`config.mk`:
```
export PLATFORM = sky130hd
export DESIGN_NAME = md_unit
export DESIGN_NICKNAME = d
export VERILOG_FILES = /design/src/muldiv_pkg.sv /design/src/md_decode.sv /design/src/md_divider.sv /design/src/md_execute.sv /design/src/md_hilo.sv /design/src/md_unit.sv
export VERILOG_INCLUDE_DIRS = /design/src /design/src/src
export SDC_FILE = /design/constraint.sdc
export NUM_CORES = 2
export LEC_CHECK = 0
export BUFFER_PORTS_ARGS = -buffer_cell sky130_fd_sc_hd__buf_2
export CORE_ASPECT_RATIO = 0.6
export CORE_MARGIN = 2
export CORE_UTILIZATION = 42
export CTS_BUF_LIST = sky130_fd_sc_hd__clkbuf_4 sky130_fd_sc_hd__clkbuf_8
export CTS_CLUSTER_DIAMETER = 40
export DETAILED_ROUTE_END_ITERATION = 16
export HOLD_SLACK_MARGIN = 0.05
export PLACE_DENSITY = 0.69
export SLEW_MARGIN = 25
export SYNTH_ARGS = -nofsm -noshare
export SYNTH_HDL_FRONTEND = slang
export SYNTH_SLANG_ARGS = --single-unit
```
`constraint.sdc`:
```
create_clock -name clk -period 16.6 [get_ports clk]
set_input_delay 2.49 -clock clk [delete_from_list [all_inputs] [get_ports clk]]
set_output_delay 2.49 -clock clk [all_outputs]
set_load 0.005 [all_outputs]
```
`src/muldiv_macros.svh`:
```
`ifndef MULDIV_MACROS_SVH
`define MULDIV_MACROS_SVH

// Width of one data word and of each half of HI/LO
`define MD_WORD_W 32

// Divide latency from start to final quotient and remainder
// One setup cycle, one shift step per quotient bit, one sign fix-up cycle
`define MD_DIV_CYC 34

// Multiply latency from issue to the HI/LO write
`define MD_MUL_CYC 2

`endif

```
`src/muldiv_pkg.sv`:
```
`include "muldiv_macros.svh"

package muldiv_pkg;

	typedef logic [`MD_WORD_W-1:0]   word_t;   // One general register value
	typedef logic [2*`MD_WORD_W-1:0] dword_t;  // HI in the upper half, LO in the lower

	// Operations handled by the unit
	typedef enum logic [3:0] {
		MD_NOP   = 4'd0,
		MD_MULT  = 4'd1,
		MD_MULTU = 4'd2,
		MD_MADD  = 4'd3,
		MD_MADDU = 4'd4,
		MD_MSUB  = 4'd5,
		MD_MSUBU = 4'd6,
		MD_MUL   = 4'd7,   // Writes a general register, HI/LO untouched
		MD_DIV   = 4'd8,
		MD_DIVU  = 4'd9,
		MD_MFHI  = 4'd10,
		MD_MFLO  = 4'd11,
		MD_MTHI  = 4'd12,
		MD_MTLO  = 4'd13
	} md_op_t;

	// --------------------
	// R-type layout shared by SPECIAL and SPECIAL2
	typedef struct packed {
		logic [5:0] opcode;
		logic [4:0] rs;
		logic [4:0] rt;
		logic [4:0] rd;
		logic [4:0] sa;
		logic [5:0] funct;
	} rtype_t;

	// --------------------
	// Decoded request, from decode to execute and to the HI/LO stage
	typedef struct packed {
		logic   valid;
		md_op_t op;
		word_t  a;       // Value of rs
		word_t  b;       // Value of rt
	} md_req_t;

	// Arithmetic result, from execute to the HI/LO stage
	typedef struct packed {
		logic   valid;
		logic   to_gpr;  // MUL result, goes to the register write port
		dword_t value;
	} md_res_t;

endpackage

```
`src/md_decode.sv`:
```
module md_decode import muldiv_pkg::*; (
	input  logic    clk,
	input  logic    rst,
	input  logic    flush,
	input  logic    instr_valid,
	input  word_t   instr,
	input  word_t   rs_data,
	input  word_t   rt_data,
	input  logic    busy,
	output md_req_t req
);

	localparam logic [5:0] OPC_SPECIAL  = 6'b000000;
	localparam logic [5:0] OPC_SPECIAL2 = 6'b011100;

	rtype_t fields;
	md_op_t op_dec;
	logic   valid_q;
	md_op_t op_q;
	word_t  a_q;
	word_t  b_q;

	assign fields = rtype_t'(instr);

	// Only these two major opcodes belong to the unit, sa must be zero for all of them
	always_comb
	begin
		op_dec = MD_NOP;
		if (fields.sa == 5'd0 && fields.opcode == OPC_SPECIAL)
		begin
			case (fields.funct)
				6'h10:   op_dec = MD_MFHI;
				6'h11:   op_dec = MD_MTHI;
				6'h12:   op_dec = MD_MFLO;
				6'h13:   op_dec = MD_MTLO;
				6'h18:   op_dec = MD_MULT;
				6'h19:   op_dec = MD_MULTU;
				6'h1a:   op_dec = MD_DIV;
				6'h1b:   op_dec = MD_DIVU;
				default: op_dec = MD_NOP;
			endcase
		end
		else if (fields.sa == 5'd0 && fields.opcode == OPC_SPECIAL2)
		begin
			case (fields.funct)
				6'h00:   op_dec = MD_MADD;
				6'h01:   op_dec = MD_MADDU;
				6'h02:   op_dec = MD_MUL;
				6'h04:   op_dec = MD_MSUB;
				6'h05:   op_dec = MD_MSUBU;
				default: op_dec = MD_NOP;
			endcase
		end
	end

	always_ff @(posedge clk)
	begin
		if (rst || flush)
		begin
			valid_q <= 1'b0;
			op_q    <= MD_NOP;
		end
		else
		begin
			valid_q <= instr_valid && (op_dec != MD_NOP);  // Foreign opcodes are dropped here
			op_q    <= instr_valid ? op_dec : MD_NOP;
		end
	end

	always_ff @(posedge clk)
	begin
		a_q <= rs_data;
		b_q <= rt_data;
	end

	assign req = '{valid: valid_q, op: op_q, a: a_q, b: b_q};

	// The core holds off issue while a multiply or divide is still in flight
	issue_while_busy: assert property (@(posedge clk) disable iff (rst)
		!(instr_valid && busy))
		else $error("instruction issued while the unit is busy");

endmodule

```
`src/md_divider.sv`:
```
`include "muldiv_macros.svh"

module md_divider import muldiv_pkg::*; (
	input  logic  clk,
	input  logic  rst,
	input  logic  flush,
	input  logic  start,
	input  word_t dividend,
	input  word_t divisor,
	output word_t quotient,
	output word_t remainder,
	output logic  done
);

	localparam int W     = `MD_WORD_W;
	localparam int STEPS = `MD_DIV_CYC - 2;  // Setup and sign fix-up take the other two
	localparam int CNT_W = $clog2(STEPS + 1);

	logic             running;
	logic             done_q;
	logic [CNT_W-1:0] count;
	word_t            quo;                   // Dividend bits shift out, quotient bits shift in
	word_t            rem;                   // Partial remainder
	word_t            dvs;
	logic [W:0]       partial;
	logic [W:0]       diff;

	assign partial = {rem, quo[W-1]};
	assign diff    = partial - {1'b0, dvs};  // Top bit set means the trial subtract borrowed

	// --------------------
	// Step counter
	always_ff @(posedge clk)
	begin
		if (rst || flush)
		begin
			running <= 1'b0;
			done_q  <= 1'b0;
			count   <= '0;
		end
		else
		begin
			done_q <= 1'b0;
			if (start)
			begin
				running <= 1'b1;
				count   <= CNT_W'(STEPS);
			end
			else if (running)
			begin
				count <= count - 1'b1;
				if (count == CNT_W'(1))
				begin
					running <= 1'b0;
					done_q  <= 1'b1;   // Last quotient bit lands on this edge
				end
			end
		end
	end

	// --------------------
	// Restoring shift and subtract
	always_ff @(posedge clk)
	begin
		if (start)
		begin
			quo <= dividend;
			rem <= '0;
			dvs <= divisor;
		end
		else if (running)
		begin
			if (!diff[W])
			begin
				rem <= diff[W-1:0];
				quo <= {quo[W-2:0], 1'b1};
			end
			else
			begin
				rem <= partial[W-1:0];  // Restore, the divisor did not fit
				quo <= {quo[W-2:0], 1'b0};
			end
		end
	end

	assign quotient  = quo;
	assign remainder = rem;
	assign done      = done_q;

	no_restart: assert property (@(posedge clk) disable iff (rst)
		start |-> !(running || done_q))
		else $error("divider started while a divide is in progress");

endmodule

```
`src/md_execute.sv`:
```
`include "muldiv_macros.svh"

module md_execute import muldiv_pkg::*; (
	input  logic    clk,
	input  logic    rst,
	input  logic    flush,
	input  md_req_t req,
	input  dword_t  hilo,
	output md_res_t res,
	output logic    busy
);

	localparam int W    = `MD_WORD_W;
	localparam int HALF = W / 2;

	logic         is_signed;
	logic         is_mul_op;
	logic         is_div_op;
	logic         sign_a;
	logic         sign_b;
	word_t        abs_a;
	word_t        abs_b;
	word_t        p_hh;
	word_t        p_hl;
	word_t        p_lh;
	word_t        p_ll;
	logic         mul_valid;
	md_op_t       mul_op;
	logic         mul_neg;
	word_t        pp_hi;
	logic [W:0]   pp_md;          // Sum of the two cross products with one carry bit
	word_t        pp_lo;
	dword_t       mul_abs;
	dword_t       mul_prod;
	dword_t       mul_value;
	logic         div_start;
	logic         div_busy;
	logic         div_valid;
	logic         div_neg_q;
	logic         div_neg_r;
	word_t        abs_quo;
	word_t        abs_rem;
	logic         div_done;
	dword_t       div_value;

	assign is_signed = req.op inside {MD_MULT, MD_MADD, MD_MSUB, MD_MUL, MD_DIV};
	assign is_mul_op = req.op inside {MD_MULT, MD_MULTU, MD_MADD, MD_MADDU,
		MD_MSUB, MD_MSUBU, MD_MUL};
	assign is_div_op = req.op inside {MD_DIV, MD_DIVU};

	assign sign_a = is_signed && req.a[W-1];
	assign sign_b = is_signed && req.b[W-1];
	assign abs_a  = sign_a ? -req.a : req.a;
	assign abs_b  = sign_b ? -req.b : req.b;

	// --------------------
	// Multiply with the partial products in one register stage
	assign p_hh = abs_a[W-1:HALF] * abs_b[W-1:HALF];
	assign p_hl = abs_a[W-1:HALF] * abs_b[HALF-1:0];
	assign p_lh = abs_a[HALF-1:0] * abs_b[W-1:HALF];
	assign p_ll = abs_a[HALF-1:0] * abs_b[HALF-1:0];

	always_ff @(posedge clk)
	begin
		if (rst || flush)
			mul_valid <= 1'b0;
		else
			mul_valid <= req.valid && is_mul_op;
	end

	always_ff @(posedge clk)
	begin
		mul_op  <= req.op;
		mul_neg <= sign_a ^ sign_b;
		pp_hi   <= p_hh;
		pp_md   <= {1'b0, p_hl} + {1'b0, p_lh};
		pp_lo   <= p_ll;
	end

	assign mul_abs  = {pp_hi, pp_lo} + {{(HALF - 1){1'b0}}, pp_md, {HALF{1'b0}}};
	assign mul_prod = mul_neg ? -mul_abs : mul_abs;

	always_comb
	begin
		case (mul_op)
			MD_MADD, MD_MADDU: mul_value = hilo + mul_prod;
			MD_MSUB, MD_MSUBU: mul_value = hilo - mul_prod;
			default:           mul_value = mul_prod;  // MULT, MULTU and MUL
		endcase
	end

	// --------------------
	// Divide on magnitudes with the signs restored afterwards
	assign div_start = req.valid && is_div_op;

	md_divider md_divider_i (
		.clk       (clk),
		.rst       (rst),
		.flush     (flush),
		.start     (div_start),
		.dividend  (abs_a),
		.divisor   (abs_b),
		.quotient  (abs_quo),
		.remainder (abs_rem),
		.done      (div_done)
	);

	always_ff @(posedge clk)
	begin
		if (rst || flush)
		begin
			div_valid <= 1'b0;
			div_busy  <= 1'b0;
		end
		else
		begin
			div_valid <= div_done;
			if (div_valid)
				div_busy <= 1'b0;   // Drops together with the HI/LO write
			else if (div_start)
				div_busy <= 1'b1;
		end
	end

	always_ff @(posedge clk)
	begin
		if (div_start)
		begin
			div_neg_q <= sign_a ^ sign_b;
			div_neg_r <= sign_a;           // Remainder follows the dividend
		end
		if (div_done)
			div_value <= {div_neg_r ? -abs_rem : abs_rem, div_neg_q ? -abs_quo : abs_quo};
	end

	assign res = '{
		valid:  mul_valid || div_valid,
		to_gpr: mul_valid && (mul_op == MD_MUL),
		value:  div_valid ? div_value : mul_value
	};

	assign busy = div_busy || (req.valid && (is_mul_op || is_div_op));

	result_vs_request: assert property (@(posedge clk) disable iff (rst)
		!(res.valid && req.valid))
		else $error("result collides with a new request");

	// A multiply result never shares its slot with a divide result
	mul_slot_free: assert property (@(posedge clk) disable iff (rst || flush)
		(req.valid && is_mul_op) |-> ##(`MD_MUL_CYC - 1) !div_valid)
		else $error("divide result lands on a multiply result");

endmodule

```
`src/md_hilo.sv`:
```
`include "muldiv_macros.svh"

module md_hilo import muldiv_pkg::*; (
	input  logic    clk,
	input  logic    rst,
	input  md_req_t req,
	input  md_res_t res,
	output dword_t  hilo,
	output logic    gpr_we,
	output word_t   gpr_data
);

	localparam int W = `MD_WORD_W;

	dword_t hilo_q;
	logic   we_q;
	word_t  data_q;
	logic   is_mfhi;
	logic   is_mflo;
	logic   mul_to_gpr;

	assign is_mfhi    = req.valid && (req.op == MD_MFHI);
	assign is_mflo    = req.valid && (req.op == MD_MFLO);
	assign mul_to_gpr = res.valid && res.to_gpr;

	// --------------------
	// HI/LO pair
	always_ff @(posedge clk)
	begin
		if (rst)
			hilo_q <= '0;
		else if (res.valid && !res.to_gpr)
			hilo_q <= res.value;              // Multiply, accumulate or divide
		else if (req.valid && req.op == MD_MTHI)
			hilo_q[2*W-1:W] <= req.a;
		else if (req.valid && req.op == MD_MTLO)
			hilo_q[W-1:0] <= req.a;
	end

	// --------------------
	// General register write port
	always_ff @(posedge clk)
	begin
		if (rst)
			we_q <= 1'b0;
		else
			we_q <= mul_to_gpr || is_mfhi || is_mflo;
	end

	always_ff @(posedge clk)
	begin
		if (mul_to_gpr)
			data_q <= res.value[W-1:0];       // MUL keeps the low word only
		else if (is_mfhi)
			data_q <= hilo_q[2*W-1:W];
		else if (is_mflo)
			data_q <= hilo_q[W-1:0];
	end

	assign hilo     = hilo_q;
	assign gpr_we   = we_q;
	assign gpr_data = data_q;

endmodule

```
`src/md_unit.sv`:
```
module md_unit import muldiv_pkg::*; (
	input  logic   clk,
	input  logic   rst,
	input  logic   flush,
	input  logic   instr_valid,
	input  word_t  instr,
	input  word_t  rs_data,
	input  word_t  rt_data,
	output logic   busy,
	output logic   gpr_we,
	output word_t  gpr_data,
	output dword_t hilo
);

	md_req_t req;    // Decoded request
	md_res_t res;    // Arithmetic result on its way to HI/LO

	md_decode md_decode_i (
		.clk         (clk),
		.rst         (rst),
		.flush       (flush),
		.instr_valid (instr_valid),
		.instr       (instr),
		.rs_data     (rs_data),
		.rt_data     (rt_data),
		.busy        (busy),
		.req         (req)
	);

	md_execute md_execute_i (
		.clk   (clk),
		.rst   (rst),
		.flush (flush),
		.req   (req),
		.hilo  (hilo),
		.res   (res),
		.busy  (busy)
	);

	// Moves bypass execute and go straight to the HI/LO stage
	md_hilo md_hilo_i (
		.clk      (clk),
		.rst      (rst),
		.req      (req),
		.res      (res),
		.hilo     (hilo),
		.gpr_we   (gpr_we),
		.gpr_data (gpr_data)
	);

endmodule

```
==> metrics.csv <==
metric,value,unit
status,"finished, final reports clean",
type of origin of the critical path,flop,
CTS buffer count,84,
Mapped Nets,8729,
Worst Setup End Kind,flop,
number of detailed-route iterations in the first pass,6,
sequential fraction of the synthesis area,0.168,
htree depth,3,
"commonest non-fill, non-tap cell in the layout",inv_1,
most frequent CP cell,fa_1,
setup_tns,0,ps
# DRC,0,
clk_lat worst skew,810,ps
grt total ovfl,0,
Synth cell types,101,
CTS resizes,0,
Syn. warnings,0,
"commonest non-fill, non-tap cells in the layout","1127 x inv_1, 892 x nand2_1, 839 x fa_1, 736 x nor2_1, 547 x ha_1",
Post CTS Setup Buffer Count,0,
Post-synth EDFFs,162,
Slew @ Worst Pin,1200,ps
cts hold-fix bufs,0,
deepest clock path buffer count,3,
simple-gate portion of the synthesized area,0.158,
r2r worst-path depth,34,
Adder-Cell Fraction of Synth Area,0.380,
CP max-delay cell,clkinv_1,
I/O Buffers,182,
Max-slew headroom,0.195,
vias per cell,5.74,
endpoints failing setup,0,
asr flop ratio synth,0,
Vias,53700,
clock slew at reported path FFs,70,ps
first-pass GRT wire length,326000,um
reg-to-reg endpoint,md_execute_i.pp_md[32],
"Cell Area, Synth",62200,um^2
vias in the first global route,53000,
min-delay worst type,reg2reg,
WL/cell,22.9,um
"Max FO, Critical Path",23,
post-synthesis xor/xnor area fraction,0.0654,
multiplexer share of the synthesized area,0.0203,
Reg-to-Reg Start,md_decode_i.op_q[0],
layout cells sized above 1,0.0847,
"Avg Cell Area, Syn",8.59,um^2
Final period util,0.742,
Max Slew Vio Count,0,
setup repair after global routing missed its margin,no,
final-stage net count,8818,
largest net degree at the start of global routing,79,
Hold Fails Final Rpt,0,
die height,302,um
most common flop cell mapped by yosys,dfxtp_1,
largest family of logic cells by synthesized area,adder cells,
DRT iter0 DRCs,6043,
post-synthesis compound-gate area fraction,0.120,
post-layout minimum cycle time,12320,ps
CP startpoint,md_decode_i.op_q[0],
area added between synthesis and finish,9.15,%
Die Footprint,151000,um^2
die width,501,um
CP endpoint,md_execute_i.pp_md[32],
Total Wirelength,214000,um
maxcap violations,0,
Routed Antenna Nets,0,
initial core utilization,0.423,
placed wire-length estimate,170000,um
Setup CP Type,reg2reg,
initial antenna violation count,21,
cell row count,109,
WP data required,17300,ps
"Arr. time, crit path",13020,ps
Ports,198,
"reg-to-reg slack, setup",4280,ps
"Largest stage delay, worst path",910,ps
f_max,81.2,MHz
clk sinks,441,
"flops & latches, synth",441,
Root Buffer,clkbuf_8,
All-Layer GR Usage,0.284,
GP Congestion,0.993,
Clock Skews,47.8,ps
CTS tree,built,
Syn Inst Count,7243,
Placeable Area,147000,um^2
[stage by stage]
step	hold slack, ps	instance area [um^2]	worst slack [ps]	util	std cells
after floorplan	329	62200	6230	-	7243
after global placement	405	65800	4900	0.447	9187
after detailed placement	413	65900	4710	0.448	9187
after CTS	428	67900	4600	0.461	9345
after global routing	457	67900	3410	0.461	9346
final	426	67900	4280	0.462	9352
[cells by family after synthesis]
logic type / after synthesis
multiplexers: 125
flip-flops: 441
AND/OR/NAND/NOR: 2228
AO/OA/AOI/OAI: 1138
buffers and inverters: 1461
XOR/XNOR: 464
adder cells (fa/ha/maj): 1386
[sequential cells by signal (all words and copies together) (netlist names), 4 cells and up]
register	cells
md_execute_i.div_value	64
md_execute_i.md_divider_i.quotient	32
md_execute_i.pp_lo	32
md_decode_i.a_q	32
md_execute_i.pp_hi	32
md_hilo_i.hilo	64
md_execute_i.md_divider_i.dvs	32
md_execute_i.md_divider_i.remainder	32
md_decode_i.op_q	4
md_execute_i.mul_op	4
md_execute_i.pp_md	33
md_execute_i.md_divider_i.count	6
md_hilo_i.gpr_data	32
md_decode_i.b_q	32
[how the worst min path moves through the flow]
stage,end,depth (start not counted),start
after floorplan,md_execute_i.mul_op[0],0,md_decode_i.op_q[0]
after detailed placement,md_execute_i.mul_op[1],0,md_decode_i.op_q[1]
after global placement,md_execute_i.mul_op[1],0,md_decode_i.op_q[1]
after CTS,md_execute_i.mul_op[1],0,md_decode_i.op_q[1]
after global routing,md_execute_i.mul_op[1],0,md_decode_i.op_q[1]
final,md_execute_i.mul_op[1],0,md_decode_i.op_q[1]
[cell usage after synthesis (12+ instances only)]
| library cell | instances | area share |
|---|---|---|
| o21ai_0 | 244 | 0.020 |
| and3_1 | 45 | 0.0045 |
| a31oi_1 | 40 | 0.0040 |
| a21boi_0 | 12 | 0.0014 |
| or2_2 | 27 | 0.0027 |
| a21oi_1 | 291 | 0.023 |
| clkbuf_1 | 297 | 0.018 |
| o21a_1 | 39 | 0.0047 |
| o41ai_1 | 30 | 0.0042 |
| nor4_1 | 29 | 0.0029 |
| or4_1 | 24 | 0.0029 |
| xor2_1 | 152 | 0.021 |
| nand4_1 | 36 | 0.0036 |
| buf_1 | 21 | 0.0013 |
| inv_1 | 1128 | 0.068 |
| o21bai_1 | 35 | 0.0042 |
| ha_1 | 547 | 0.11 |
| nand3b_1 | 12 | 0.0014 |
| a21o_1 | 58 | 0.0070 |
| nor2b_1 | 36 | 0.0036 |
| o311ai_0 | 12 | 0.0017 |
| edfxtp_1 | 162 | 0.078 |
| xnor2_1 | 311 | 0.044 |
| nor3_1 | 97 | 0.0078 |
| dfxtp_1 | 279 | 0.090 |
| o211ai_1 | 25 | 0.0030 |
| nor2_1 | 739 | 0.045 |
| a2111oi_0 | 14 | 0.0020 |
| and4_1 | 12 | 0.0017 |
| fa_1 | 839 | 0.27 |
| o31ai_1 | 64 | 0.0077 |
| a211oi_1 | 138 | 0.017 |
| nand2b_1 | 42 | 0.0042 |
| mux2i_1 | 113 | 0.018 |
| o2111ai_1 | 13 | 0.0018 |
| or3_1 | 63 | 0.0063 |
| nand2_1 | 893 | 0.054 |
| mux2_2 | 12 | 0.0022 |
| nand3_1 | 81 | 0.0065 |
| and2_1 | 60 | 0.0060 |
[worst max-delay path: cells and delay by family, from the launching register on]
family / cells / cell delay (ps)
compound gates: 10 / 3870
fa+ha+maj: 9 / 3840
buf+inv: 6 / 1660
simple gates: 6 / 1620
flops: 1 / 700
xor+xnor: 2 / 340
mux: 1 / 160
[layer usage]
layer,share of wire,vias up,GRT usage
li1,-,23800,-
met1,0.43,26400,0.403
met2,0.39,3094,0.389
met3,0.15,454,0.119
met4,0.031,26,0.0806
met5,0.0020,-,0.0122
[layout make-up]
type                    count  area [um^2]
multi-input cells        5341        46700
inverters                1137         4270
fillers                 14000        79200
diodes                      6         15.0
well taps                1942         2430
clock buffers             116         1480
clock inverters            42          543
flip-flops and latches    441        10500
repair buffers            327         2010
Power is left out: the tool's default activity adds up to more than one toggle a clock period on the data nets, which glitch-free logic cannot reach.
